## src/logic/bip1Pkg.sv

```systemverilog
package bip1Pkg;

    ////////////////////////////////////////////////////////////
    // Word and memory sizes
    ////////////////////////////////////////////////////////////
    localparam int opcodeWidth = 3;             // Eight instructions in the ISA
    localparam int wordWidth   = 16;            // Instruction and data word
    localparam int addrWidth   = 12;            // Direct data address field
    localparam int immWidth    = 13;            // Signed immediate field
    localparam int pcWidth     = 10;            // 1024 program words
    localparam int dataDepth   = 4096;          // Data memory words

    ////////////////////////////////////////////////////////////
    // Opcodes and datapath select codes
    ////////////////////////////////////////////////////////////
    localparam logic [opcodeWidth-1:0] opHalt     = 3'd0;  // Stop fetching
    localparam logic [opcodeWidth-1:0] opStoreVar = 3'd1;  // DM[addr] <= ACC
    localparam logic [opcodeWidth-1:0] opLoadVar  = 3'd2;  // ACC <= DM[addr]
    localparam logic [opcodeWidth-1:0] opLoadImm  = 3'd3;  // ACC <= imm
    localparam logic [opcodeWidth-1:0] opAddVar   = 3'd4;  // ACC <= ACC + DM[addr]
    localparam logic [opcodeWidth-1:0] opAddImm   = 3'd5;  // ACC <= ACC + imm
    localparam logic [opcodeWidth-1:0] opSubVar   = 3'd6;  // ACC <= ACC - DM[addr]
    localparam logic [opcodeWidth-1:0] opSubImm   = 3'd7;  // ACC <= ACC - imm

    localparam logic [1:0] selAMem = 2'd0;      // Accumulator takes memory data
    localparam logic [1:0] selAImm = 2'd1;      // Accumulator takes extended immediate
    localparam logic [1:0] selAAlu = 2'd2;      // Accumulator takes ALU result

    localparam logic selBMem = 1'b0;            // ALU operand from data memory
    localparam logic selBImm = 1'b1;            // ALU operand from immediate

    localparam logic opAdd = 1'b0;
    localparam logic opSub = 1'b1;

    ////////////////////////////////////////////////////////////
    // Instruction word and control word
    ////////////////////////////////////////////////////////////
    typedef struct packed {
        logic [opcodeWidth-1:0] opcode;
        logic                   spare;          // Ignored by the core
        logic [addrWidth-1:0]   addr;
    } varInstrT;

    typedef struct packed {
        logic [opcodeWidth-1:0]    opcode;
        logic signed [immWidth-1:0] imm;
    } immInstrT;

    typedef union packed {
        varInstrT asVar;                        // Memory operand view
        immInstrT asImm;                        // Immediate operand view
    } instrT;

    typedef struct packed {
        logic       wrPc;                       // Advance the program counter
        logic [1:0] selA;                       // Accumulator source
        logic       selB;                       // ALU second operand
        logic       wrAcc;                      // Load the accumulator
        logic       op;                         // Add or subtract
        logic       wrRam;                      // Write data memory
        logic       rdRam;                      // Read data memory
    } ctrlT;

endpackage

```

## src/logic/instructionDecoder.sv

```systemverilog
`timescale 1ns/1ns

module instructionDecoder
    import bip1Pkg::*;
(
    input  logic [opcodeWidth-1:0] opcode,
    input  logic                   run,
    output ctrlT                   ctrl,
    output logic                   halted
);

    always_comb
    begin
        ctrl   = '0;                            // Idle word while loading or halted
        halted = 1'b0;
        if (run)
        begin
            case (opcode)
                opHalt:
                begin
                    halted = 1'b1;              // PC stops counting
                end
                opStoreVar:
                begin
                    ctrl.wrPc  = 1'b1;
                    ctrl.wrRam = 1'b1;          // ACC goes to DM and stays put
                end
                opLoadVar:
                begin
                    ctrl.wrPc  = 1'b1;
                    ctrl.selA  = selAMem;       // DM output into ACC
                    ctrl.wrAcc = 1'b1;
                    ctrl.rdRam = 1'b1;
                end
                opLoadImm:
                begin
                    ctrl.wrPc  = 1'b1;
                    ctrl.selA  = selAImm;       // Extended operand into ACC
                    ctrl.wrAcc = 1'b1;
                end
                opAddVar:
                begin
                    ctrl.wrPc  = 1'b1;
                    ctrl.selA  = selAAlu;
                    ctrl.selB  = selBMem;       // Second addend from DM
                    ctrl.wrAcc = 1'b1;
                    ctrl.op    = opAdd;
                    ctrl.rdRam = 1'b1;
                end
                opAddImm:
                begin
                    ctrl.wrPc  = 1'b1;
                    ctrl.selA  = selAAlu;
                    ctrl.selB  = selBImm;       // Second addend is the operand
                    ctrl.wrAcc = 1'b1;
                    ctrl.op    = opAdd;
                end
                opSubVar:
                begin
                    ctrl.wrPc  = 1'b1;
                    ctrl.selA  = selAAlu;
                    ctrl.selB  = selBMem;       // Subtrahend from DM
                    ctrl.wrAcc = 1'b1;
                    ctrl.op    = opSub;
                    ctrl.rdRam = 1'b1;
                end
                opSubImm:
                begin
                    ctrl.wrPc  = 1'b1;
                    ctrl.selA  = selAAlu;
                    ctrl.selB  = selBImm;       // Subtrahend is the operand
                    ctrl.wrAcc = 1'b1;
                    ctrl.op    = opSub;
                end
            endcase
        end
    end

endmodule

```

## config.mk

```make
export PLATFORM = sky130hd
export DESIGN_NAME = instructionDecoder
export DESIGN_NICKNAME = d
export VERILOG_FILES = /design/src/logic/bip1Pkg.sv /design/src/logic/instructionDecoder.sv
export SDC_FILE = /design/constraint.sdc
export NUM_CORES = 1
export LEC_CHECK = 0
export BUFFER_PORTS_ARGS = -buffer_cell sky130_fd_sc_hd__buf_2
export CORE_AREA = 8 8 45 47
export DETAILED_ROUTE_END_ITERATION = 7
export DIE_AREA = 0 0 53 55
export PLACE_DENSITY_LB_ADDON = 0.15
export SLEW_MARGIN = 20
export SYNTH_ARGS = -nofsm -noshare
export SYNTH_HDL_FRONTEND = slang
export SYNTH_SLANG_ARGS = --single-unit
export TNS_END_PERCENT = 50
```

## constraint.sdc

```tcl
create_clock -name vclk -period 0.8
set_input_delay 0.2 -clock vclk [all_inputs]
set_output_delay 0.2 -clock vclk [all_outputs]
set_load 0.02 [all_outputs]
```

* Word level (Yosys, flattened, before mapping)
Index checks and enable logic that the tools add are counted.
** Storage, ports and cells
- Flip-flop bits (word level) :: 0
- Output and inout port bits :: 9
- Word-level logic and storage cells :: 24
** Cells by class
- Eq/ne operators :: 7
- Mux-type cells :: 10
- Reductions and logical operators :: 7
** Operators with widths (number)
- $eq A3 B3 Y1 const B :: 4
- $mux W1 :: 8
- $mux W8 :: 1
- $reduce_or A7 Y1 :: 1
- $eq A3 B2 Y1 const B :: 2
- $reduce_or A6 Y1 :: 1
- $pmux W2 S2 :: 1
- $reduce_or A2 Y1 :: 2
- $reduce_or A4 Y1 :: 1
- $eq A3 B1 Y1 const B :: 1
- $logic_not A3 Y1 :: 1
- $reduce_or A3 Y1 :: 1

* Longest topological paths before layout
- Depth after elaboration :: 4
- Depth in mapped cells :: 2

* Worst setup path before layout
Ideal clock, no wire load.
- Path type :: in2out
- Start :: in opcode[1]
- End :: out halted
- Data arrival time :: 0.976 ns
- Path slack :: -0.376 ns
- Stages on the path :: 1
- Path through :: nor4b_1
** Between the ends
- Word-level cells in the longest chain between the ends :: 3
** RTL lines
- start, declared :: line instructionDecoder.sv:6 : input logic [opcodeWidth-1:0] opcode,
- $logic_not A3 Y1 :: line instructionDecoder.sv:18 : case (opcode)
- $mux W1 :: line instructionDecoder.sv:18
- $mux W1 :: line instructionDecoder.sv:16 : if (run)
- end, declared :: line instructionDecoder.sv:9 : output logic halted
Every way passes these cells.

* Final worst setup path
Ends and elaborated chain as after synthesis.

==> impl_metrics.tcl <==
set metrics [dict create \
    status "complete, but fails checks" \
    violations "negative setup slack" \
    drv_slew 0 \
    synth_top_area_share 0.167 \
    grt_pass1_wl_um 703 \
    hold_class "input port to output port" \
    port_buffers 13 \
    seq_area_frac_synth 0 \
    fin_crit_sh 1.19 \
    core_um2 1380 \
    regArea_um2 0 \
    met3_usage 0.0294 \
    cp_data_required_time_ns 0.60 \
    rows 14 \
    synth_warnings 0 \
    grt_usage 0.0294 \
    synth_area_um2 75.1 \
    drv_cap 0 \
    crit_arrival_ns 0.75 \
    met1_usage 0.0377 \
    final_cells 39 \
    io_pins 13 \
    grt_max_degree 9 \
    routedWlPerCell_um 11.7 \
    place_congestion 0.758 \
    fin_ws_ns -0.150 \
    crit_path_start_kind "input port" \
    nets 29 \
    synth_top_cell_by_area "and3_1" \
    seq_cell_count 0 \
    synthTopCellsByArea "and3_1, and4bb_2, and4b_1" \
    dieArea_um2 2920 \
    grt_pass1_vias 154 \
    syn_to_final_growth_pct 258 \
    powerDensity_nw_per_um2 544 \
    worstPathMaxFanout 6 \
    max_freq_mhz 1050 \
    dr.first_iter.drc_count 0 \
    setup_viol 8 \
    fin_tns_setup_ns -0.734 \
    utilization 0.194 \
    syn_avg_cell_area_um2 8.34 \
    synth_cell_types 8 \
    met2_usage 0.0352 \
    slew_headroom 0.871 \
    die_h_um 55 \
    finalCriticalPeriod_ns 0.950 \
    dp_hpwl_um 363 \
    crit_type "input port to output port" \
    overflow 0 \
    tightestPinTransition_ns 0.192 \
    ant_nets 0 \
    viasPerCell 3.54 \
    critPathCaptureType "output port" \
    fill_cells 146 \
    syn_nets 13 \
    vias 138 \
    leakage_uw 0.000127 \
    nClkBuffers 0 \
    drive_above_1_share 0.826 \
    drt-pass1-iter-count 1 \
    peakVddDrop_v 0.000135 \
    num_antenna_cells 0 \
    cts_hold_buf 0 \
    initial_core_util 0.0542 \
    hold_violations 0 \
    dieWidth_um 53 \
    syn_inst 9 \
    grt_busiest_layer "met1" \
    grt_antenna_before_repair 0 \
    place_inst 39 \
    grt_setup_unrepaired "yes" \
    drcViolationCount 0 \
    routed_wl_um 458 \
]
-- kinds of logic (layout without fill, tap and decap cells) --
logic type	Yosys count	count (layout)	synth area share
buf+inv	0	14	0
compound gates	2	2	0.217
simple gates	7	7	0.783
-- power breakdown --
| part | internal, µW | total (µW) | switching (µW) |
|---|---|---|---|
| clock network | 0 | 0 | 0 |
| logic | 80.9 | 146 | 65.5 |
| registers | 0 | 0 | 0 |
| total | 80.9 | 146 | 65.5 |
-- cell type report --
cell class,instances,area (µm²),share of cell area
repair buffers,14,146,0.544
multi-input cells,9,103,0.381
well taps,16,20.0,0.0744
-- synthesized netlist by cell type --
cell and n:
and3_1 2, and2_1 1, and4b_1 1, and4bb_2 1, nor2b_2 1, nor4b_1 1, o21a_1 1, o31a_1 1
-- worst paths after layout --
check                 start  endpoint  slack, ns  cells past startpoint
hold / removal    opcode[2]    halted       0.68                      3
setup / recovery  opcode[1]    halted      -0.15                      3
-- layout by cell type (no fill, tap or decap) --
cell      count
buf_6         7
and2_4        1
and4b_1       1
o21a_1        1
and3_4        1
buf_2         2
and3_1        1
buf_4         3
o31a_1        1
nor2b_4       1
nor4b_4       1
buf_12        1
and4bb_2      1
buf_8         1
-- layer usage --
layer,up-vias,part of all wire
met5,-,0
met4,0,0
met3,0,0.27
met2,13,0.30
met1,59,0.43
li1,66,-
-- through the flow --
stage          cell area, µm²  setup WS (ns)  hold slack (ns)  total power (µW)
5_1_grt                   269         -0.170            0.690               156
3_5_place_dp              188         -0.219            0.768               105
6_report                  269         -0.150            0.679               146
4_1_cts                   236         -0.159            0.686               130
2_1_floorplan            95.1        -0.0755            0.432              51.5
3_3_place_gp              188         -0.208            0.755               102
-- worst max-delay path, cell delays in order --
cell and delay (ns):
buf_8 0.11, nor4b_4 0.26, buf_4 0.18
-- timing repair --
item,CTS,global route
hold endpoints to repair,0,0
setup buffers,0,0
endpoints found under the setup margin,9,9
pin swaps,3,1
resized for setup,16,9
Power figures use the tool's default switching activity.
