===== src/logic/bip1Pkg.sv =====
package bip1Pkg;

    ////////////////////////////////////////////////////////////
    // Word and memory sizes
    ////////////////////////////////////////////////////////////
    localparam int opcodeWidth = 3;             // Eight instructions in the ISA
    localparam int wordWidth   = 16;            // Instruction and data word
    localparam int addrWidth   = 12;            // Direct data address field
    localparam int immWidth    = 13;            // Signed immediate field
    localparam int pcWidth     = 10;            // 1024 program words
    localparam int dataDepth   = 4096;          // Data memory words

    ////////////////////////////////////////////////////////////
    // Opcodes and datapath select codes
    ////////////////////////////////////////////////////////////
    localparam logic [opcodeWidth-1:0] opHalt     = 3'd0;  // Stop fetching
    localparam logic [opcodeWidth-1:0] opStoreVar = 3'd1;  // DM[addr] <= ACC
    localparam logic [opcodeWidth-1:0] opLoadVar  = 3'd2;  // ACC <= DM[addr]
    localparam logic [opcodeWidth-1:0] opLoadImm  = 3'd3;  // ACC <= imm
    localparam logic [opcodeWidth-1:0] opAddVar   = 3'd4;  // ACC <= ACC + DM[addr]
    localparam logic [opcodeWidth-1:0] opAddImm   = 3'd5;  // ACC <= ACC + imm
    localparam logic [opcodeWidth-1:0] opSubVar   = 3'd6;  // ACC <= ACC - DM[addr]
    localparam logic [opcodeWidth-1:0] opSubImm   = 3'd7;  // ACC <= ACC - imm

    localparam logic [1:0] selAMem = 2'd0;      // Accumulator takes memory data
    localparam logic [1:0] selAImm = 2'd1;      // Accumulator takes extended immediate
    localparam logic [1:0] selAAlu = 2'd2;      // Accumulator takes ALU result

    localparam logic selBMem = 1'b0;            // ALU operand from data memory
    localparam logic selBImm = 1'b1;            // ALU operand from immediate

    localparam logic opAdd = 1'b0;
    localparam logic opSub = 1'b1;

    ////////////////////////////////////////////////////////////
    // Instruction word and control word
    ////////////////////////////////////////////////////////////
    typedef struct packed {
        logic [opcodeWidth-1:0] opcode;
        logic                   spare;          // Ignored by the core
        logic [addrWidth-1:0]   addr;
    } varInstrT;

    typedef struct packed {
        logic [opcodeWidth-1:0]    opcode;
        logic signed [immWidth-1:0] imm;
    } immInstrT;

    typedef union packed {
        varInstrT asVar;                        // Memory operand view
        immInstrT asImm;                        // Immediate operand view
    } instrT;

    typedef struct packed {
        logic       wrPc;                       // Advance the program counter
        logic [1:0] selA;                       // Accumulator source
        logic       selB;                       // ALU second operand
        logic       wrAcc;                      // Load the accumulator
        logic       op;                         // Add or subtract
        logic       wrRam;                      // Write data memory
        logic       rdRam;                      // Read data memory
    } ctrlT;

endpackage


===== src/logic/accumulatorPath.sv =====
`timescale 1ns/1ns

module accumulatorPath
    import bip1Pkg::*;
(
    input  logic                 clk,
    input  logic                 arstN,
    input  instrT                instr,
    input  ctrlT                 ctrl,
    input  logic [wordWidth-1:0] memData,
    output logic [wordWidth-1:0] acc
);

    logic [wordWidth-1:0] immExt;               // Sign-extended operand
    logic [wordWidth-1:0] operandB;             // ALU second input
    logic [wordWidth-1:0] aluResult;            // Sum or difference
    logic [wordWidth-1:0] accNext;              // Accumulator input

    ////////////////////////////////////////////////////////////
    // Operand preparation
    ////////////////////////////////////////////////////////////
    assign immExt = {{(wordWidth - immWidth){instr.asImm.imm[immWidth-1]}},
                     instr.asImm.imm};          // Replicate the sign bit

    always_comb
    begin
        if (ctrl.selB == selBImm)
        begin
            operandB = immExt;                  // Immediate instructions
        end
        else
        begin
            operandB = memData;                 // Variable instructions
        end
    end

    ////////////////////////////////////////////////////////////
    // ALU
    ////////////////////////////////////////////////////////////
    always_comb
    begin
        if (ctrl.op == opSub)
        begin
            aluResult = acc - operandB;         // Modulo 2^16
        end
        else
        begin
            aluResult = acc + operandB;         // Carry out is dropped
        end
    end

    ////////////////////////////////////////////////////////////
    // Accumulator source and register
    ////////////////////////////////////////////////////////////
    always_comb
    begin
        case (ctrl.selA)
            selAMem:
            begin
                accNext = memData;              // Load variable
            end
            selAImm:
            begin
                accNext = immExt;               // Load immediate
            end
            selAAlu:
            begin
                accNext = aluResult;            // Arithmetic
            end
            default:
            begin
                accNext = acc;                  // Unused code keeps the value
            end
        endcase
    end

    always_ff @(posedge clk or negedge arstN)
    begin
        if (!arstN)
        begin
            acc <= '0;
        end
        else if (ctrl.wrAcc)
        begin
            acc <= accNext;                     // Result lands one cycle after fetch
        end
    end

endmodule


===== config.mk =====
export PLATFORM = sky130hd
export DESIGN_NAME = accumulatorPath
export DESIGN_NICKNAME = d
export VERILOG_FILES = /design/src/logic/bip1Pkg.sv /design/src/logic/accumulatorPath.sv
export SDC_FILE = /design/constraint.sdc
export NUM_CORES = 1
export LEC_CHECK = 0
export ABC_AREA = 1
export BUFFER_PORTS_ARGS = -buffer_cell sky130_fd_sc_hd__buf_2
export CAP_MARGIN = 20
export CORE_ASPECT_RATIO = 0.5
export CORE_MARGIN = 1.5
export CORE_UTILIZATION = 30
export CTS_CLUSTER_SIZE = 20
export DETAILED_ROUTE_END_ITERATION = 10
export HOLD_SLACK_MARGIN = 0.02
export PLACE_DENSITY = 0.56
export REMOVE_ABC_BUFFERS = 1
export SLEW_MARGIN = 20
export SYNTH_ARGS = -nofsm -noshare
export SYNTH_HDL_FRONTEND = slang
export SYNTH_SLANG_ARGS = --single-unit
export TNS_END_PERCENT = 30

===== constraint.sdc =====
create_clock -name clk -period 4.1 [get_ports clk]
set_input_delay 0.82 -clock clk [delete_from_list [all_inputs] [get_ports clk]]
set_output_delay 0.82 -clock clk [all_outputs]
set_load 0.05 [all_outputs]

; ---- Yosys cells after proc, flatten, opt, wreduce, memory -nomap -nowiden
; Cells that the tools add are included.
[op_classes]
mul = 0
n_addsub = 2
shifts = 0
div_mod_pow = 0
muxes = 3
reduce_logical = 3
bitwise = 0
eq_ne = 2
n_lt_le_gt_ge = 0
[op_table]
columns = operator, n
row1 = one-hot mux 16 bit (3 select lines), 1
row2 = two-way mux 16 bit, 2
row3 = adder 16 bit, 1
row4 = subtractor 16 bit, 1
row5 = nonzero test 3 bit, 1
row6 = "equality test 2 x 1 -> 1 bit, second input constant", 1
row7 = "equality test 2 bit, second input constant", 1
row8 = zero test 2 bit, 1
row9 = AND reduction 2 bit, 1
[word_totals]
ff_bits = 16
output_inout_bits = 16
wordCells = 11
mem_bits_rw = 0
n_memories = 0
input_bits = 42
latchBits = 0
romBits = 0

; ---- Depth between registers and ports, before layout
; Gate-level depths: netlist of run 1.
[depth]
word_depth = 4
ltp_mapped = 25
mapped_depth_nobuf = 23

; ---- Worst setup path before layout of run 1
; OpenSTA, ideal clock, no wires.
[synth_path]
kind = input to register
from = input port ctrl[4] (netlist name)
to = register acc[15]
path_slack_ps = 865
setup_time_ps = 118
required_ps = 3982
cell_stages = 23
path_buffers = 2
t_arrival_ps = 3117
cell_sequence = buf_6 -> inv_6 -> buf_12 -> nand2_2 -> nand2_2 -> inv_1 -> ha_1 -> and2_1 -> nand3_1 -> a21oi_1 -> nand2_1 -> nand2_2 -> xor2_1 -> ha_1 -> nand2_1 -> nor4_1 -> nand2_1 -> nand2_1 -> nand3_1 -> nand3_1 -> nand2_1 -> nand2_1 -> nand2_1
[synth_via]
elab_chain_cells = 4
elab_cells_between_ends = 5
classes_between = 2 x add/sub / 3 x mux
[synth_lines]
columns = element, line_no
row1 = start: declaration, accumulatorPath.sv:9  ; input ctrlT ctrl,
row2 = two-way mux 16 bit (*), accumulatorPath.sv:27  ; if (ctrl.selB == selBImm)
row3 = adder 16 bit / subtractor 16 bit (equally long branches), "accumulatorPath.sv:48, accumulatorPath.sv:44"
row4 = two-way mux 16 bit (*), accumulatorPath.sv:42  ; if (ctrl.op == opSub)
row5 = one-hot mux 16 bit (3 select lines) (*), accumulatorPath.sv:57  ; case (ctrl.selA)
row6 = end signal: assignment, accumulatorPath.sv:85  ; acc <= accNext;
row7 = end: declaration, accumulatorPath.sv:11  ; output logic [wordWidth-1:0] acc
; Every way passes the cells marked *; elsewhere a longest branch is shown, timed or not.
; A chain may end at the register's enable or synchronous reset.

; ---- Final worst setup path of run 1
[layout_path]
from = input port ctrl[4] (netlist name)
to = register acc[13]
; Same word-level chain as after synthesis.

==> results_dict.tcl, run 1 <==
set metrics [dict create \
    crit_fanout 9 \
    synth_top_flop_cell "dfrtp_1" \
    pin_count 58 \
    synth_edf_count 0 \
    max_flop_register "acc" \
    fin_nets 502 \
    crit_start "ctrl[4]" \
    hold_viol 0 \
    synth_fa_ha_area_frac 0.111 \
    drt_first_pass_iters 4 \
    via_per_inst 4.81 \
    synth_top_area_frac 0.218 \
    grt_usage 0.174 \
    dpl_cell_area_um2 2640 \
    postSynthCellCount 392 \
    reg_top3 "acc x16" \
    numCtsBuffers 3 \
    drv_cap 0 \
    finalMaxSlewViolations 0 \
    min_period_ns 3.52 \
    finalInstanceArea_um2 2710 \
    stdcell_count 534 \
    synth-seq-cells 16 \
    synth_warnings 0 \
    clockBufferDepth 2 \
    fin_crit_sh 0.858 \
    synth.avg_cell_area_um2 5.92 \
    post-route-util 0.367 \
    crit_path_start_kind "input port" \
    fmax_ghz 0.284 \
    path_class "in -> reg" \
    finalSetupTns_ns 0 \
    drt-wirelength-per-cell_um 12.9 \
    ctsHtreeMaxLevel 1 \
    synth.most_common_cell "nand2_1" \
    yosys.area.top_type "nand2_1" \
    vdd.ir_drop.worst_uv 187 \
    ant_nets 0 \
    first_iter_violations 146 \
    gp_congestion 0.872 \
    reg2reg_from "acc[0]" \
    worst_pin_slew_ns 0.860 \
    seq_area_frac_synth 0.173 \
    min_path_type "in -> async" \
    core_area_um2 7400 \
    numPortBuffers 51 \
    synth_area_leaders "nand2_1, dfrtp_1, ha_1" \
    post-dp-hpwl_um 5300 \
    relSlewSlack 0.426 \
    cts_setup_buffers 0 \
    die_h_um 65.2 \
    syn_area_um2 2320 \
    critPathRequiredTime_ns 4.29 \
    syn2layout_area_growth_pct 16.9 \
    postCtsResizedCells 0 \
    dpl.cell_count 531 \
    p_leak_nw 1.55 \
    overflow 0 \
    setup_violations 0 \
    synth_xor_area_frac 0.0566 \
    cp-end-kind "flop" \
    path_clk_slew_ns 0.06 \
    yosysUniqueCellTypes 29 \
    die_w_um 127 \
    async_flop_share 1.00 \
    pwr_density_cell_nw_per_um2 384 \
    fp.dieArea_um2 8310 \
    initial_core_util 0.313 \
    synth_simple_gate_area_frac 0.348 \
    finalClockSkew_ns 0.00626 \
    fillCellCount 854 \
    cts_sinks 16 \
    grt_antenna_before_repair 0 \
    rsz0062_at_grt "false" \
    status "finished clean" \
    synth_compound_area_frac 0.188 \
    drt_wl_total_um 6870 \
    insertion_delay_ns 0.25 \
    num_rows 22 \
    n_antenna_cell 0 \
    grt_pass1_wl_um 11400 \
    holdBufCountCts 0 \
    cts_tree "done" \
    synth_mux_area_frac 0 \
    cp.arrival_ns 3.71 \
    grt_pass1_vias 2285 \
    drive_above_1_share 0.174 \
    num_vias 2569 \
    cts_root_buffer "clkbuf_16" \
    grt_start_max_net_pins 24 \
    synth_top_family_by_area "simple AND/OR/NAND/NOR gates" \
    drc_errors 0 \
    synth_commonest_cells "nand2_1, inv_1, a21oi_1" \
    largest_register_ffs 16 \
]
where the power goes:
| part | switching (mW) | leakage (nW) | total (mW) | internal (mW) |
|---|---|---|---|---|
| combinational | 0.428 | 1.31 | 0.627 | 0.199 |
| clock | 0.0755 | 0.0370 | 0.204 | 0.129 |
| sequential | 0.0240 | 0.198 | 0.211 | 0.187 |
| total | 0.527 | 1.55 | 1.04 | 0.515 |
cell type report:
type,count,area (µm²),share of cell area
multi-input cells,311,1630,0.602
flip-flops and latches,16,400,0.148
repair buffers,54,278,0.102
inverters,54,208,0.0765
well taps,96,120,0.0443
clock buffers,3,75.1,0.0277
worst max-delay path, stage by stage:
cell	delay (ns)
buf_2	0.18
inv_6	0.11
buf_4	0.19
nand2_1	0.07
nand2_1	0.12
nand2_1	0.10
nor2_2	0.14
nand3_1	0.14
a21oi_1	0.14
nand2_1	0.07
nand2_2	0.10
nand2_1	0.08
xor2_1	0.16
ha_1	0.34
a21oi_1	0.20
o21ai_0	0.13
a21oi_1	0.13
nand2_1	0.09
a21oi_1	0.12
o21ai_0	0.09
nand2_1	0.06
nand2_1	0.05
nand2_1	0.05
per-layer routing:
layer / share of wire / vias up / track usage
li1: - / 1348 / -
met1: 0.54 / 1154 / 0.257
met2: 0.41 / 63 / 0.268
met3: 0.047 / 4 / 0.0285
met4: 0.0070 / 0 / 0.0241
met5: 0 / - / 0
stage by stage:
stage / setup WS [ns] / power (mW) / hold slack [ns]
3_3_place_gp: 0.350 / 0.833 / 0.501
2_1_floorplan: 1.06 / 0.680 / 0.524
4_1_cts: 0.596 / 1.05 / 0.516
6_report: 0.580 / 1.04 / 0.496
3_5_place_dp: 0.343 / 0.837 / 0.504
5_1_grt: 0.198 / 1.15 / 0.533
logic make-up after synthesis:
kind of cell	after synthesis
adders and majority gates	20
xor gates and xnor gates	15
buffers and inverters	65
AOI/OAI and AO/OA	80
and+or+nand+nor	196
DFF	16
layout by cell type, fill, tap and decap left out:
| cell type | instances |
|---|---|
| nor4_1 | 1 |
| dfrtp_1 | 16 |
| clkbuf_16 | 3 |
| buf_2 | 51 |
| o211ai_1 | 8 |
| inv_1 | 53 |
| a21oi_2 | 1 |
| nand2_2 | 10 |
| xnor2_1 | 6 |
| nand2_1 | 135 |
| o31ai_1 | 1 |
| and2_1 | 1 |
| a21boi_0 | 1 |
| a21oi_1 | 40 |
| ha_1 | 19 |
| nor2_1 | 25 |
| fa_1 | 1 |
| inv_6 | 1 |
| nor2_2 | 4 |
| o21a_1 | 1 |
| a31oi_1 | 1 |
| xor2_1 | 9 |
| or2_2 | 2 |
| nand3_1 | 17 |
| a21o_1 | 1 |
| nand3_2 | 1 |
| o21ai_0 | 26 |
| buf_4 | 3 |
path summary, 6_finish.rpt:
kind                       cells past startpoint  endpoint  slack (ns)
max in group asynchronous                      1   acc[12]        3.30
hold reg to reg                                2    acc[8]        0.51
setup reg to reg                              17   acc[12]        1.86
setup / recovery                              23   acc[13]        0.58
hold / removal                                 1    acc[4]        0.50
min in group clk                               2    acc[8]        0.51
No activity file was read; power rests on OpenSTA's default activity.
==> run 2: changes to the inputs <==
--- a/config.mk
+++ b/config.mk
@@ -10,11 +10,11 @@
 export CAP_MARGIN = 20
 export CORE_ASPECT_RATIO = 0.5
 export CORE_MARGIN = 1.5
-export CORE_UTILIZATION = 30
+export CORE_UTILIZATION = 32
 export CTS_CLUSTER_SIZE = 20
 export DETAILED_ROUTE_END_ITERATION = 10
 export HOLD_SLACK_MARGIN = 0.02
-export PLACE_DENSITY = 0.56
+export PLACE_DENSITY = 0.59
 export REMOVE_ABC_BUFFERS = 1
 export SLEW_MARGIN = 20
 export SYNTH_ARGS = -nofsm -noshare
==> results_dict.tcl, run 2 (same netlist as run 1, synthesis figures left out) <==
set metrics [dict create \
    cp_top_family "simple AND/OR/NAND/NOR gates" \
    largest_register_ffs 16 \
    first_iter_violations 100 \
    worst_pin_slew_ns 0.774 \
    fmax_ghz 0.281 \
    setup_violations 0 \
    cp.arrival_ns 3.70 \
    finalSetupTns_ns 0 \
    grt_pass1_vias 2322 \
    num_vias 2506 \
    die_w_um 123 \
    cts_root_buffer "clkbuf_16" \
    min_period_ns 3.55 \
    rsz0062_at_grt "false" \
    post-route-util 0.398 \
    ant_nets 0 \
    final_common_cell "nand2_1" \
    p_leak_nw 1.56 \
    pin_count 58 \
    drt-wirelength-per-cell_um 12.6 \
    pwr_density_cell_nw_per_um2 390 \
    drv_cap 0 \
    critPathRequiredTime_ns 4.24 \
    overflow 0 \
    initial_core_util 0.338 \
    fillCellCount 796 \
    drc_errors 0 \
    drt_first_pass_iters 4 \
    final_cell_mix "nand2_1, inv_1, buf_2" \
    grt_pass1_wl_um 11200 \
    status "finished clean" \
    hold_viol 0 \
    num_rows 21 \
    n_antenna_cell 0 \
    path_clk_slew_ns 0.06 \
    path_class "in -> reg" \
    max_flop_register "acc" \
    finalMaxSlewViolations 0 \
    numCtsBuffers 3 \
    vdd.ir_drop.worst_uv 159 \
    postCtsResizedCells 0 \
    crit_path_start_kind "input port" \
    cp-end-kind "flop" \
    grt_usage 0.184 \
    critPathSlowestCell "ha_1" \
    cts_tree "done" \
    grt_antenna_before_repair 0 \
    clockBufferDepth 2 \
    numPortBuffers 51 \
    holdBufCountCts 0 \
    cts_setup_buffers 0 \
    post-dp-hpwl_um 5290 \
    finalClockSkew_ns 0.00794 \
    core_area_um2 6860 \
    insertion_delay_ns 0.26 \
    reg_top3 "acc x16" \
    crit_fanout 10 \
    fin_crit_sh 0.866 \
    crit_chain "buf_2 -> inv_6 -> buf_4 -> nand2_1 -> nand2_1 -> nand2_1 -> nor2_2 -> nand3_1 -> a21oi_1 -> nand2_1 -> nand2_2 -> nand2_1 -> xor2_1 -> ha_1 -> a21oi_1 -> o21ai_0 -> a21oi_1 -> nand2_1 -> o21ai_0 -> nand2_1 -> nand2_1 -> nand2_1" \
    fin_nets 503 \
    ctsHtreeMaxLevel 1 \
    syn2layout_area_growth_pct 17.6 \
    cp_num_buf_inv 3 \
    drive_above_1_share 0.177 \
    drt_wl_total_um 6710 \
    gp_congestion 0.865 \
    cts_sinks 16 \
    cpMostUsedCell "nand2_1" \
    fp.dieArea_um2 7800 \
    min_path_type "in -> async" \
    relSlewSlack 0.483 \
    grt_start_max_net_pins 24 \
    cpPeakStageDelay_ns 0.34 \
    via_per_inst 4.71 \
    die_h_um 63.2 \
]
run 2: changes by cell type in the layout (fill, tap and decap cells not counted):
| cell | previous run | this run |
|---|---|---|
| buf_4 | 3 | 4 |
| clkbuf_8 | 0 | 1 |
run 2: through the flow:
stage / hold slack, ns / setup WS, ns / std cells / total power, mW / cell area (µm²)
6_report: 0.491 / 0.548 / 532 / 1.06 / 2730
3_5_place_dp: 0.491 / 0.312 / 528 / 0.837 / 2640
5_1_grt: 0.529 / 0.148 / 532 / 1.17 / 2730
3_3_place_gp: 0.494 / 0.308 / 528 / 0.833 / 2640
4_1_cts: 0.508 / 0.563 / 532 / 1.07 / 2730
2_1_floorplan: 0.524 / 1.06 / 381 / 0.680 / 2240
run 2: layout make-up:
cell class	count	area (µm²)	area share
inverter	54	208	0.0761
tap	92	115	0.0422
clock buffer	4	88.8	0.0325
timing repair buffer	55	285	0.104
multi-input combinational	311	1630	0.598
sequential	16	400	0.147
run 2: path summary, 6_finish.rpt:
path	start	end	slack [ns]	cells past startpoint
min in group clk	acc[15]	acc[15]	0.51	2
max in group asynchronous	arstN	acc[14]	3.30	1
setup reg to reg	acc[0]	acc[12]	1.81	17
hold reg to reg	acc[15]	acc[15]	0.51	2
setup / recovery	ctrl[4]	acc[13]	0.55	22
hold / removal	arstN	acc[4]	0.49	1
run 2: layer usage:
metal  routed length [µm]  share of wire  track usage  vias up
li1                     -              -            -     1349
met1                 3560           0.53        0.280     1111
met2                 2790           0.42        0.281       41
met3                  320          0.048       0.0236        5
met4                   39         0.0058       0.0216        0
met5                    0              0            0        -
run 2: where the power goes:
part / switching [mW] / total, mW / internal, mW
clock: 0.0776 / 0.227 / 0.149
sequential: 0.0236 / 0.211 / 0.187
combinational: 0.428 / 0.627 / 0.199
total: 0.529 / 1.06 / 0.535
run 2: worst reg2reg max path, stage by stage (launching register included):
cell	delay, ns
dfrtp_1	0.34
inv_1	0.06
ha_1	0.22
fa_1	0.40
inv_1	0.07
nand3_1	0.06
nand2_1	0.12
nand2_1	0.07
nand2_1	0.18
nand2_1	0.08
nand2_1	0.11
nand2_1	0.06
nand2_1	0.09
nand2_1	0.06
nand2_1	0.05
o21ai_0	0.08
nand2_1	0.08
nand2_1	0.04
