==> src/logic/bip1Pkg.sv <==
package bip1Pkg;

    ////////////////////////////////////////////////////////////
    // Word and memory sizes
    ////////////////////////////////////////////////////////////
    localparam int opcodeWidth = 3;             // Eight instructions in the ISA
    localparam int wordWidth   = 16;            // Instruction and data word
    localparam int addrWidth   = 12;            // Direct data address field
    localparam int immWidth    = 13;            // Signed immediate field
    localparam int pcWidth     = 10;            // 1024 program words
    localparam int dataDepth   = 4096;          // Data memory words

    ////////////////////////////////////////////////////////////
    // Opcodes and datapath select codes
    ////////////////////////////////////////////////////////////
    localparam logic [opcodeWidth-1:0] opHalt     = 3'd0;  // Stop fetching
    localparam logic [opcodeWidth-1:0] opStoreVar = 3'd1;  // DM[addr] <= ACC
    localparam logic [opcodeWidth-1:0] opLoadVar  = 3'd2;  // ACC <= DM[addr]
    localparam logic [opcodeWidth-1:0] opLoadImm  = 3'd3;  // ACC <= imm
    localparam logic [opcodeWidth-1:0] opAddVar   = 3'd4;  // ACC <= ACC + DM[addr]
    localparam logic [opcodeWidth-1:0] opAddImm   = 3'd5;  // ACC <= ACC + imm
    localparam logic [opcodeWidth-1:0] opSubVar   = 3'd6;  // ACC <= ACC - DM[addr]
    localparam logic [opcodeWidth-1:0] opSubImm   = 3'd7;  // ACC <= ACC - imm

    localparam logic [1:0] selAMem = 2'd0;      // Accumulator takes memory data
    localparam logic [1:0] selAImm = 2'd1;      // Accumulator takes extended immediate
    localparam logic [1:0] selAAlu = 2'd2;      // Accumulator takes ALU result

    localparam logic selBMem = 1'b0;            // ALU operand from data memory
    localparam logic selBImm = 1'b1;            // ALU operand from immediate

    localparam logic opAdd = 1'b0;
    localparam logic opSub = 1'b1;

    ////////////////////////////////////////////////////////////
    // Instruction word and control word
    ////////////////////////////////////////////////////////////
    typedef struct packed {
        logic [opcodeWidth-1:0] opcode;
        logic                   spare;          // Ignored by the core
        logic [addrWidth-1:0]   addr;
    } varInstrT;

    typedef struct packed {
        logic [opcodeWidth-1:0]    opcode;
        logic signed [immWidth-1:0] imm;
    } immInstrT;

    typedef union packed {
        varInstrT asVar;                        // Memory operand view
        immInstrT asImm;                        // Immediate operand view
    } instrT;

    typedef struct packed {
        logic       wrPc;                       // Advance the program counter
        logic [1:0] selA;                       // Accumulator source
        logic       selB;                       // ALU second operand
        logic       wrAcc;                      // Load the accumulator
        logic       op;                         // Add or subtract
        logic       wrRam;                      // Write data memory
        logic       rdRam;                      // Read data memory
    } ctrlT;

endpackage

==> src/logic/programCounter.sv <==
`timescale 1ns/1ns

module programCounter
    import bip1Pkg::*;
(
    input  logic               clk,
    input  logic               arstN,
    input  ctrlT               ctrl,
    output logic [pcWidth-1:0] pc
);

    // Next fetch address
    logic [pcWidth-1:0] pcNext;

    assign pcNext = pc + 1'b1;                  // Rolls over after the last word

    always_ff @(posedge clk or negedge arstN)
    begin
        if (!arstN)
        begin
            pc <= '0;                           // Fetch starts at word zero
        end
        else if (ctrl.wrPc)
        begin
            pc <= pcNext;                       // One step per executed instruction
        end
    end

endmodule

==> config.mk <==
export PLATFORM = sky130hd
export DESIGN_NAME = programCounter
export DESIGN_NICKNAME = d
export VERILOG_FILES = /design/src/logic/bip1Pkg.sv /design/src/logic/programCounter.sv
export SDC_FILE = /design/constraint.sdc
export NUM_CORES = 1
export LEC_CHECK = 0
export ABC_AREA = 1
export ABC_CLOCK_PERIOD_IN_PS = 1300
export BUFFER_PORTS_ARGS = -buffer_cell sky130_fd_sc_hd__buf_2
export CAP_MARGIN = 10
export CORE_AREA = 2 2 39 41
export CTS_CLUSTER_SIZE = 8
export DETAILED_ROUTE_END_ITERATION = 7
export DIE_AREA = 0 0 41 43
export PLACE_DENSITY = 0.63
export SKIP_LAST_GASP = 1
export SLEW_MARGIN = 0
export SYNTH_ARGS = -nofsm -noshare
export SYNTH_HDL_FRONTEND = slang
export SYNTH_SLANG_ARGS = --single-unit
==> constraint.sdc <==
create_clock -name clk -period 1.3 [get_ports clk]
set_input_delay 0.13 -clock clk [delete_from_list [all_inputs] [get_ports clk]]
set_output_delay 0.13 -clock clk [all_outputs]
set_load 0.05 [all_outputs]
Word-level counts from Yosys, hierarchy flattened. Index checks and enable logic that the tools add are counted.

Bits in registers: 10. Bits in latches: 0. RAM bits: 0. ROM bits: 0. Input port bits: 10. Word-level logic and storage cells: 2. Memories kept: 0.

Add/sub/neg operators: 1. Multiply operators: 0. Div/mod/pow operators: 0. Magnitude comparators: 0. Equal/unequal tests: 0. Shift-type cells: 0. Multiplexer cells: 0. Bitwise operators: 0. Reduce and logical (&&, ||, !) cells: 0.

Operator list (count): 10-bit by 1-bit adder with 10-bit output, second input constant (1).

Longest topological paths before layout. Gate-level depths: netlist of run 1.

Depth in word-level cells: 1. Gate-level depth with buffers: 7.

Least setup slack after synthesis of run 1. Ideal clock, no wire load.

Kind: flip-flop to flip-flop. Start point: register pc[0]. End point: register pc[6]. Arrival time: 1.276 ns. Path slack: -0.118 ns. Cell stages (with the launch flop): 6. Buffers on the path: 0. Clock period less this slack: 1.418 ns. Cell sequence: dfrtp_1 -> ha_1 -> nand2_2 -> nor2_4 -> nand2_1 -> xnor2_1.

Longest elaborated chain between the ends: 1.

RTL lines: from (decl) (RTL line programCounter.sv:9) `output logic [pcWidth-1:0] pc`; from (signal assigned) (RTL line programCounter.sv:25) `pc <= pcNext;`; 10-bit by 1-bit adder with 10-bit output (RTL line programCounter.sv:15) `assign pcNext = pc + 1'b1;`.

Every way passes these cells. A chain may end at the register's enable or synchronous reset.

Final worst setup path of run 1.
Start point: register pc[5]. End point: output pc[5].

No word-level cell between the ends.

==> results of run 1 <==
through the flow:
| step | worst slack, ns | cells | hold WS, ns | power (mW) |
|---|---|---|---|---|
| after floorplan | 0.0125 | 56 | -0.166 | 1.18 |
| after global placement | 0.212 | 84 | 0.000423 | 1.35 |
| after detailed placement | 0.205 | 84 | 0.00450 | 1.36 |
| after CTS | 0.174 | 89 | 0.122 | 1.66 |
| after global routing | 0.125 | 89 | 0.139 | 1.75 |
| final | 0.184 | 89 | 0.126 | 1.63 |
synth_stat cells:
master,count
sky130_fd_sc_hd__xor2_1,5
sky130_fd_sc_hd__nand2_2,1
sky130_fd_sc_hd__dfrtp_1,10
sky130_fd_sc_hd__nor2_1,3
sky130_fd_sc_hd__nand4_1,1
sky130_fd_sc_hd__nor2_2,1
sky130_fd_sc_hd__nand3b_1,1
sky130_fd_sc_hd__nor2_4,1
sky130_fd_sc_hd__mux2_2,1
sky130_fd_sc_hd__inv_1,9
sky130_fd_sc_hd__nand2_1,16
sky130_fd_sc_hd__nand3_1,5
sky130_fd_sc_hd__xnor2_1,1
sky130_fd_sc_hd__ha_1,1
worst min-delay path by stage:
stage                        from  slack (ns)  depth (start not counted)                 to
final                     ctrl[7]        0.13                          2  pc[0]$_DFFE_PN0P_
after global routing      ctrl[7]        0.14                          2  pc[0]$_DFFE_PN0P_
after CTS                 ctrl[7]        0.12                          2  pc[0]$_DFFE_PN0P_
after detailed placement    arstN       0.005                          1  pc[8]$_DFFE_PN0P_
after global placement      arstN      0.0004                          1  pc[2]$_DFFE_PN0P_
after floorplan             arstN       -0.17                          0  pc[0]$_DFFE_PN0P_
layout make-up:
type	instances	share of cell area, %
inverters	9	5.41
clock buffers	4	5.81
well taps	16	3.21
repair buffers	13	11.2
flip-flops and latches	10	40.7
multi-input cells	37	33.7
layer usage:
metal	up-vias	routed length [um]	track usage (%)
met5	-	0	0
li1	204	-	-
met1	189	410	17.0
met4	0	19	12.0
met2	6	446	17.8
met3	2	33	4.71
power by group through the flow:
stage / sequential, mW / clock (mW) / combinational (mW)
global placement: 0.571 / 0 / 0.776
floorplan: 0.945 / 0 / 0.233
detailed placement: 0.574 / 0 / 0.789
global route: 0.594 / 0.309 / 0.847
finish: 0.568 / 0.282 / 0.783
CTS: 0.568 / 0.296 / 0.793
kinds of logic after synthesis:
group	after synthesis	share of synthesized area, %
DFF	10	50.6
xor gates and xnor gates	6	10.6
buffers and inverters	9	6.83
and+or+nand+nor	29	27.1
muxes	1	2.28
adders and majority gates	1	2.53
==> results summary, run 1 <==
The area added between synthesis and finish is 26.3%. The vias after detailed routing is between 400 and 500. The number of gates resized after cts came out at 0. The required time of the worst setup path came out at ~1.2 ns. The total routing resource utilization after global routing is around 14%. The buffer depth of the longest clock path came out at 2. The final routed DRC violation total is 0. The maximum clock frequency came out at about 900 MHz.

In this run the number of cells on the critical path is 1. The critical register-to-register path startpoint is pc[0]$_DFFE_PN0P_. The depth of the worst register-to-register path is 2. The remaining antenna violation count is 0. The post-DP HPWL is slightly below 700 um. The number of nets in the layout is 85. The endpoint identified for the worst register-to-register timing path is pc[1]$_DFFE_PN0P_. The netlist area before placement is a little under 500 um^2. Clock tree synthesis selected as its root buffer the cell sky130_fd_sc_hd__clkbuf_4. The final count of pins violating max slew came out at 0. The path class of the tightest hold or removal check is in -> reg. The max-capacitance violation count came out at 0. The clock input transition at the sequential cells of the worst setup and hold paths came out at 0.07 ns. Fill cells in the final layout number 141.

The residual overflow from global routing is 0. Summing all non-filler instances in the final layout gives an area of 624 um^2. Counting every instance in the synthesized netlist gives 56. The setup path with the least slack is of type reg -> out. Buffers inserted during clock tree synthesis total 3. The worst slew margin relative to its limit came out at between 80% and 90%. For this run, the number of Yosys warnings is 0. By area the synthesized netlist is led by sky130_fd_sc_hd__dfrtp_1, sky130_fd_sc_hd__nand2_1, sky130_fd_sc_hd__xor2_1, sky130_fd_sc_hd__inv_1, sky130_fd_sc_hd__nand3_1.

The fraction of power consumed by sequential logic is between 30% and 40%. Setup violations remaining at the end of the flow were counted as 0. The instance area at placement is approximately 580 um^2.

The final-report hold violation count came out at 0. The largest total area in the synthesized netlist belongs to sky130_fd_sc_hd__dfrtp_1. The sequential-to-total area share from yosys stat came out at roughly half. The data arrival time at the worst-slack endpoint came out at ~0.99 ns. TritonCTS built the clock tree. 20 I/O pins were placed. The leakage power figure came out at ~0.33 nW. The final setup TNS came out at 0 ns.

The core region area is approximately 0.0014 mm^2. The average vias per placed instance came out at 4.51. The die is between 40 and 50 um tall. After detailed routing, the total wire length is 910 um. The end-of-flow core utilization came out at ~45%.

Each instance of the synthesized netlist takes up on average 8.83 um^2. The number of H-tree levels came out at 1. The signal on the critical path passes through buf_2.

The register with the most flip-flops in the layout has 10 of them. In this run the horizontal extent of the chip is 41 um. The final cycle utilization of the critical path came out at 85.8%. The number of hold buffers added after cts is 1.

The count of buffers inserted at the top-level ports is 12. Of the total power, the share spent switching nets is 50.9%. The number of diodes added for antenna fixing is 0.

Dividing the detail-routed wire length by the instance count gives ~10 um. When the netlist entered floorplanning its net count stood at 67. The slew at the pin with the worst max-slew slack came out at around 0.24 ns. The number of rows created at floorplan is 14. The setup check on the worst reg-to-reg path leaves a slack of 0.20 ns. The post-route netlist has 31.5% of its cells at a drive strength greater than 1. The category of cells accounting for the largest share of critical-path delay is flip-flops. The type of destination of the critical path is a primary output.

The largest fanout on the critical path came out at 5. The flow ran to the end, and the final reports show no timing, DRC or antenna violations. On the critical path, the stage with the largest delay is an instance of sky130_fd_sc_hd__dfrtp_1.

The clock share of power came out at ~17%. The placer's final routability congestion estimate came out at 0.675. The area occupied by registers came out at between 200 and 300 um^2. The largest vdd supply drop is ~1.1 mV. The number of antenna violations at the first check in global routing came to 0. The total buffers and inverters traversed by the critical path came out at 1. In this run the worst setup path terminates at pc[5]. The power share of the combinational group came out at 47.9%. Before antenna repair, the detailed router went through 2 iterations.

STA classifies the critical path startpoint as a flop. The die covers 0.00176 mm^2. The detailed router's first-iteration violation count came out at 1.

The library cell used most frequently in the layout, excluding fill and tap cells, is sky130_fd_sc_hd__nand2_1. For this design, the sink count on the clock tree is 10. The peak per-stage delay on the critical path came out at about 0.43 ns. The internal portion of total power is roughly 800 uW. The switching power total is approximately 830 uW. The wire length of the first global-routing pass is 1.50 mm.

The worst path needs roughly 1.1 ns of the cycle, external delays included. In the final layout, the registers with the most flip-flops are pc (10). Across the routed clock network, the largest skew measured is 0.00194 ns. Setup repair after global routing left no endpoint under its margin. The initial cell density of the core came out at between 30 and 40%. The largest net degree at the start of global routing is 11. The clock latency on the worst-skew pair came out at about 0.26 ns. Dividing total power by cell area gives a power density of 2610 mW/mm^2. The number of post-CTS setup repair buffers is 0. The count of cell types in the netlist is 14.

The register with the highest flop count is pc. The library cells used most frequently in the layout, excluding fill and tap cells, are sky130_fd_sc_hd__nand2_1, sky130_fd_sc_hd__buf_2, sky130_fd_sc_hd__inv_1. The most critical setup path has its startpoint at pc[5]$_DFFE_PN0P_. The fraction of synthesized cell area taken by the top area cell type is 50.6%.

In the final layout, the multi-input gates occupy 210 um^2. The register bit total from synthesis came out at 10. The via count of the first global-routing pass came out at 359.
No activity file was read; power rests on OpenSTA's default activity.
==> run 2, diff against run 1 <==
PLACE_DENSITY = default   (was 0.63)
==> results summary, run 2 (same netlist as run 1, synthesis figures left out) <==
On the worst path, the slowest cell contributes a delay of ~0.43 ns. The global routing usage on met3 is approximately 3.1%. The depth of the worst register-to-register path is 2. The required time of the worst setup path came out at 1.17 ns. The worst hold path terminates at pc[0]$_DFFE_PN0P_. The maximum clock frequency came out at roughly 880 MHz. Clock tree synthesis selected as its root buffer the cell sky130_fd_sc_hd__clkbuf_4. The TritonCTS clock tree is yes. Together, buffers and inverters on the worst path number 1.

The flow ran to the end, and the final reports show no timing, DRC or antenna violations. In the finished design, the share of the clock period the worst path needs comes to approximately 87%. The worst-case IR drop observed on VDD is 1.63 mV. STA classifies the critical path endpoint as a primary output. The clock latency on the worst-skew pair is roughly 0.27 ns. The data arrival time at the worst-slack endpoint is 1.00 ns. The buffer depth of the longest clock path came out at 2. The met2 layer usage reported by global route is between 20 and 25%. The number of buffers inserted during clock tree synthesis came out at 3. The register with the most flip-flops in the layout has 10 of them.

The final-report hold violation count is 0. The first global-routing pass estimated ~1.7 mm of wire. The count of buffers inserted at the top-level ports is 12. The most common cell after layout, fill and taps aside is sky130_fd_sc_hd__nand2_1.

The minimum clock period is about 1.1 ns. The placer's final routability congestion estimate came out at between 0.7 and 0.8. The type of the worst setup path is reg -> out. The worst clock skew on the final layout came out at around 0.0019 ns.

The flop-to-flop setup slack came out at roughly 0.2 ns. Walking the worst path, the cells encountered are buf_2. In the layout the commonest cells are sky130_fd_sc_hd__nand2_1, sky130_fd_sc_hd__buf_2, sky130_fd_sc_hd__inv_1. The number of nets in the layout came out at 85.

In this run the count of I/O pins placed on the die edge is 20. The number of antenna violations at the first check in global routing came out at 0. For this block, the initial DRC count from the detailed router was 7.

The number of diodes added for antenna fixing came out at 0. The via count of the first global-routing pass came out at roughly 410. Of the cells placed in the final design, the portion with a size suffix greater than 1 is 31.5%. Global routing used between 10% and 20% of the available met1 tracks. In this run the critical register-to-register path is launched from pc[0]$_DFFE_PN0P_. The final setup TNS came out at 0 ns.

The leakage power figure came out at roughly 0.33 nW. Once the floorplan was initialized, standard cells occupied between 30% and 40% of the core. The worst slew margin relative to its limit is between 80% and 90%.

The final count of pins violating max slew came out at 0. The largest fanout on the critical path is 5. The average vias per placed instance came out at around 4.6. The residual overflow from global routing came out at 0.

The worst setup path is launched from a flop. The area added between synthesis and finish is 26.3%. The total routing resource utilization after global routing came out at roughly 15%. The instance count along the most critical hold path came out at 2. The detailed router placed approximately 410 vias in this run. The largest net degree at the start of global routing came out at 11. The register with the highest flop count is pc.

Setup violations remaining at the end of the flow were counted as 0. The type of the tightest min-delay check is in -> reg. The largest registers in the layout are pc (10). The floorplan step defined a die boundary enclosing around 0.0018 mm^2.

The category of cells accounting for the largest share of critical-path delay is flip-flops. The max-capacitance violation count is 0. The remaining antenna violation count came out at 0.

In this run the core area contains 14 standard-cell rows. The TritonCTS sink count came out at 10. The slowest stage of the critical path is the sky130_fd_sc_hd__dfrtp_1 cell. The capture instance of the worst register-to-register path is pc[1]$_DFFE_PN0P_.

The y dimension of the die is 43 um. The overall routed net length came out at 931 um. After floorplanning, the core was sized to cover about 0.0014 mm^2. In this run the most critical hold path is launched from ctrl[7]. The global routing stage identified its most utilized layer as met2. For this run, the detailed router's first-pass iteration total came to 4. The chip width came out at 41 um. After clock tree synthesis, the clock-pin slew on the worst setup and hold paths is about 0.08 ns. At the end of the flow the core is filled with cells to between 40% and 50%. Setup repair after global routing left no endpoint under its margin. The number of H-tree levels is 1. The HPWL after detailed placement is between 600 and 700 um. The power per standard cell area is about 2700 mW/mm^2. The final routed DRC violation total is 0. The average routed wire per standard cell came out at ~10 um.

For the pin with the worst max-slew slack, the measured transition is between 0.2 and 0.3 ns.
-- run 2: cell counts in the layout (fill, tap and decap cells not counted) --
No cell type changed its count.
-- run 2: per-stage QoR --
stage | power (mW) | worst slack, ns | hold WS, ns | area, um^2 | cells
3_3_place_gp | 1.36 | 0.217 | 0.00453 | 578 | 84
2_1_floorplan | 1.18 | 0.0125 | -0.166 | 498 | 56
4_1_cts | 1.66 | 0.168 | 0.125 | 624 | 89
5_1_grt | 1.76 | 0.109 | 0.129 | 624 | 89
3_5_place_dp | 1.36 | 0.215 | 0.00571 | 578 | 84
6_report | 1.66 | 0.169 | 0.132 | 624 | 89
-- run 2: power breakdown --
| group | switching, mW | internal, mW | total, mW |
|---|---|---|---|
| Sequential | 0.136 | 0.434 | 0.570 |
| Clock | 0.128 | 0.170 | 0.299 |
| Combinational | 0.589 | 0.198 | 0.787 |
| Total | 0.853 | 0.802 | 1.66 |
-- run 2: per-layer routing --
metal / vias up / share of wire (%)
li1: 204 / -
met1: 192 / 44
met2: 10 / 49
met3: 5 / 3.2
met4: 0 / 3.2
met5: - / 0
-- run 2: how the worst max path moves through the flow --
| stage | startpoint | endpoint | slack (ns) | depth (start not counted) |
|---|---|---|---|---|
| global placement | pc[0]$_DFFE_PN0P_ | pc[1]$_DFFE_PN0P_ | 0.22 | 2 |
| finish | pc[5]$_DFFE_PN0P_ | pc[5] | 0.17 | 1 |
| global route | pc[0]$_DFFE_PN0P_ | pc[8]$_DFFE_PN0P_ | 0.11 | 6 |
| detailed placement | pc[0]$_DFFE_PN0P_ | pc[1]$_DFFE_PN0P_ | 0.21 | 2 |
| floorplan | pc[2]$_DFFE_PN0P_ | pc[6]$_DFFE_PN0P_ | 0.01 | 4 |
| CTS | pc[5]$_DFFE_PN0P_ | pc[5] | 0.17 | 1 |
-- run 2: layout make-up --
class	count	area (um^2)
Tap cell	16	20.0
Sequential cell	10	254
Timing Repair Buffer	13	70.1
Clock buffer	4	36.3
Multi-Input combinational cell	37	210
Inverter	9	33.8
Fill cell	134	759
-- run 2: what timing repair did --
item,4_1_cts,5_1_grt
hold buffers,1,0
gates resized for setup,0,0
endpoints found under the hold margin,10,0
setup buffers,0,0
==> run 3, diff against run 2 <==
CAP_MARGIN = default   (was 10)
PLACE_DENSITY = 0.65   (was default)
==> results summary, run 3 (same netlist as run 1, synthesis figures left out) <==
The endpoint identified for the worst register-to-register timing path is pc[8]$_DFFE_PN0P_. Between clock sinks in the finished design, the worst skew comes to roughly 0.0047 ns. The data arrival time at the worst-slack endpoint came out at ~1.3 ns. The min-delay analysis places its worst path in the category in -> reg.

For the pin with the worst max-slew slack, the measured transition is ~0.25 ns. For this run, the post-layout net count is 85. The final routed DRC violation total is 0. The final-report hold violation count came out at 0. The largest individual stage delay along the critical path comes from the cell sky130_fd_sc_hd__dfrtp_2.

The residual overflow from global routing is 0. Routability-driven placement finished with a final weighted congestion of about 0.71. The placed instances occupy a cell area of 578 um^2. The average routed wire per standard cell is a little under 10 um. The vias after detailed routing came out at 398. The maximum clock frequency came out at ~900 MHz. Leaving out fill and tap cells, the most frequent cells in the layout are sky130_fd_sc_hd__nand2_1, sky130_fd_sc_hd__buf_2, sky130_fd_sc_hd__inv_1. The worst setup slack after layout came out at roughly 0.2 ns.

The cell family contributing the most delay on the critical path is flip-flops. The end-of-flow core utilization came out at roughly 44%. The final layout contains routed wiring with a total length of ~860 um. Setup repair after global routing left no endpoint under its margin. The most common cell after layout, fill and taps aside is sky130_fd_sc_hd__nand2_1. STA classifies the critical path endpoint as a flop. The detailed router's first-iteration violation count came out at 3. The leakage power figure is 0.327 nW. The worst slew margin relative to its limit is a little over four fifths.

The count of buffers inserted at the top-level ports is 12. Clock-pin slew was measured on the worst setup and hold paths at around 0.07 ns. The final count of negative-setup-slack endpoints is 0. The global routing usage on met3 came out at 1.57%. The number of diodes added for antenna fixing came out at 0.

The die covers 0.00176 mm^2. The largest fanout on the critical path came out at 5. The fraction of final layout cells sized beyond drive strength 1 is 30.1%. The worst hold path terminates at pc[0]$_DFFE_PN0P_.

The register with the most flip-flops in the layout has 10 of them. Counting both buffers and inverters, the worst setup path holds a total of 1. The detailed-routing iteration count for the pre-antenna-repair pass came out at 3. STA classifies the critical path startpoint as a flop. The area added between synthesis and finish came out at 24.3%. The core region area is ~0.0014 mm^2. The cell repeated most along the worst path is sky130_fd_sc_hd__nand2_1. TritonCTS built the clock tree. The buffer cell driving the clock tree root is sky130_fd_sc_hd__clkbuf_4.

The worst slack on hold paths is 0.148 ns. The via count of the first global-routing pass was roughly 380. The area of combinational cells with multiple inputs came out at ~210 um^2. In this run the critical register-to-register path is launched from pc[0]$_DFFE_PN0P_.

The number of antenna violations at the first check in global routing is 0. The largest registers in the layout are pc (10). The final cycle utilization of the critical path is 84.6%. Timing analysis after detailed placement gives a worst setup slack of about 0.21 ns. The wire length of the first global-routing pass came out at about 1.5 mm. Global routing used 12.3% of the available tracks. The number of gates resized after cts is 0. Entering global routing, the biggest net connects 11 pins. The count of pins on the block boundary is 20. The register with the highest flop count is pc. The met2 layer usage reported by global route is 19.1%. Across the run, the number of max-cap violations was 0. The depth of the worst register-to-register path came out at 7. The most used routing layer in global routing is met2. The clock passes through at most 2 buffers. The peak per-stage delay on the critical path is about 0.44 ns. The initial utilization of the core area, before any placement, comes to 35.7%. Clock tree synthesis inserted a total of 3 buffers. The worst hold path passes through 2 cells. Walking the worst path, the cells encountered are ha_1 > nand2_2 > nor2_4 > nand3_1 > nand2_1 > nand2_1 > inv_1. For this design the ratio of total power to cell area is roughly 2600 mW/mm^2. The tree built by TritonCTS fans out to 10 sinks.

The total of fill cells in the finished design came out at roughly 140. The average vias per placed instance is roughly 4.5. Row generation in the floorplan step produced 14 rows. The y dimension of the die is about 43 um. The flop-to-flop setup slack came out at approximately 0.2 ns. The final setup TNS came out at 0 ns. The die is between 40 and 50 um wide. The remaining antenna violation count came out at 0. Once layout is done, the placed cells without fillers occupy 614 um^2. The startpoint identified for the worst hold timing path is ctrl[7]. The clock latency on the worst-skew pair is between 0.2 and 0.3 ns. The required time of the worst setup path came out at ~1.5 ns. The number of H-tree levels came out at 1.

The final count of pins violating max slew is 0. The met1 usage came out at 15.1%. The flow ran to the end, and the final reports show no timing, DRC or antenna violations. The area occupied by registers came out at between 200 and 300 um^2. The routed design could run at a clock period as short as about 1.1 ns.

The largest vdd supply drop came out at roughly 1.2 mV. The worst setup path is of the reg -> reg kind.
[run 3: cell counts in the layout (fill, tap and decap cells not counted)]
No cell type changed its count.
[run 3: final cells by class]
type	count	area share (%)
clock buffers	4	4.28
inverters	9	5.50
multi-input cells	37	34.2
flip-flops and latches	10	41.3
well taps	16	3.26
repair buffers	13	11.4
[run 3: report_power, final]
part | leakage (nW) | internal (mW) | switching [mW]
sequential | 0.112 | 0.434 | 0.132
combinational | 0.200 | 0.200 | 0.585
clock | 0.0150 | 0.118 | 0.101
total | 0.327 | 0.752 | 0.817
[run 3: metal layers]
metal,vias up,wire length (um)
met5,-,0
met4,0,25
met3,2,35
met2,9,404
met1,181,392
li1,206,-
[run 3: how the worst max path moves through the flow]
stage               cells past startpoint              start  slack, ns                end
floorplan                               4  pc[2]$_DFFE_PN0P_       0.01  pc[6]$_DFFE_PN0P_
global route                            7  pc[0]$_DFFE_PN0P_       0.06  pc[8]$_DFFE_PN0P_
finish                                  7  pc[0]$_DFFE_PN0P_       0.20  pc[8]$_DFFE_PN0P_
detailed placement                      7  pc[0]$_DFFE_PN0P_       0.21  pc[8]$_DFFE_PN0P_
global placement                        2  pc[0]$_DFFE_PN0P_       0.22  pc[1]$_DFFE_PN0P_
CTS                                     1  pc[5]$_DFFE_PN0P_       0.19              pc[5]
[run 3: worst register-to-register path: cells and delay by family (launching register included)]
| kind | cells | cell delay [ns] |
|---|---|---|
| flops | 1 | 0.44 |
| fa+ha+maj | 1 | 0.22 |
| buf+inv | 1 | 0.03 |
| simple gates | 5 | 0.31 |
[run 3: what timing repair did]
item	CTS	global route
setup buffers	0	0
endpoints found under the setup margin	0	0
endpoints found under the hold margin	10	0
hold buffers	1	0
[run 3: per-stage QoR]
step           total power, mW  std cells
6_report                  1.57         89
5_1_grt                   1.68         89
4_1_cts                   1.59         89
3_5_place_dp              1.37         84
3_3_place_gp              1.35         84
2_1_floorplan             1.18         56
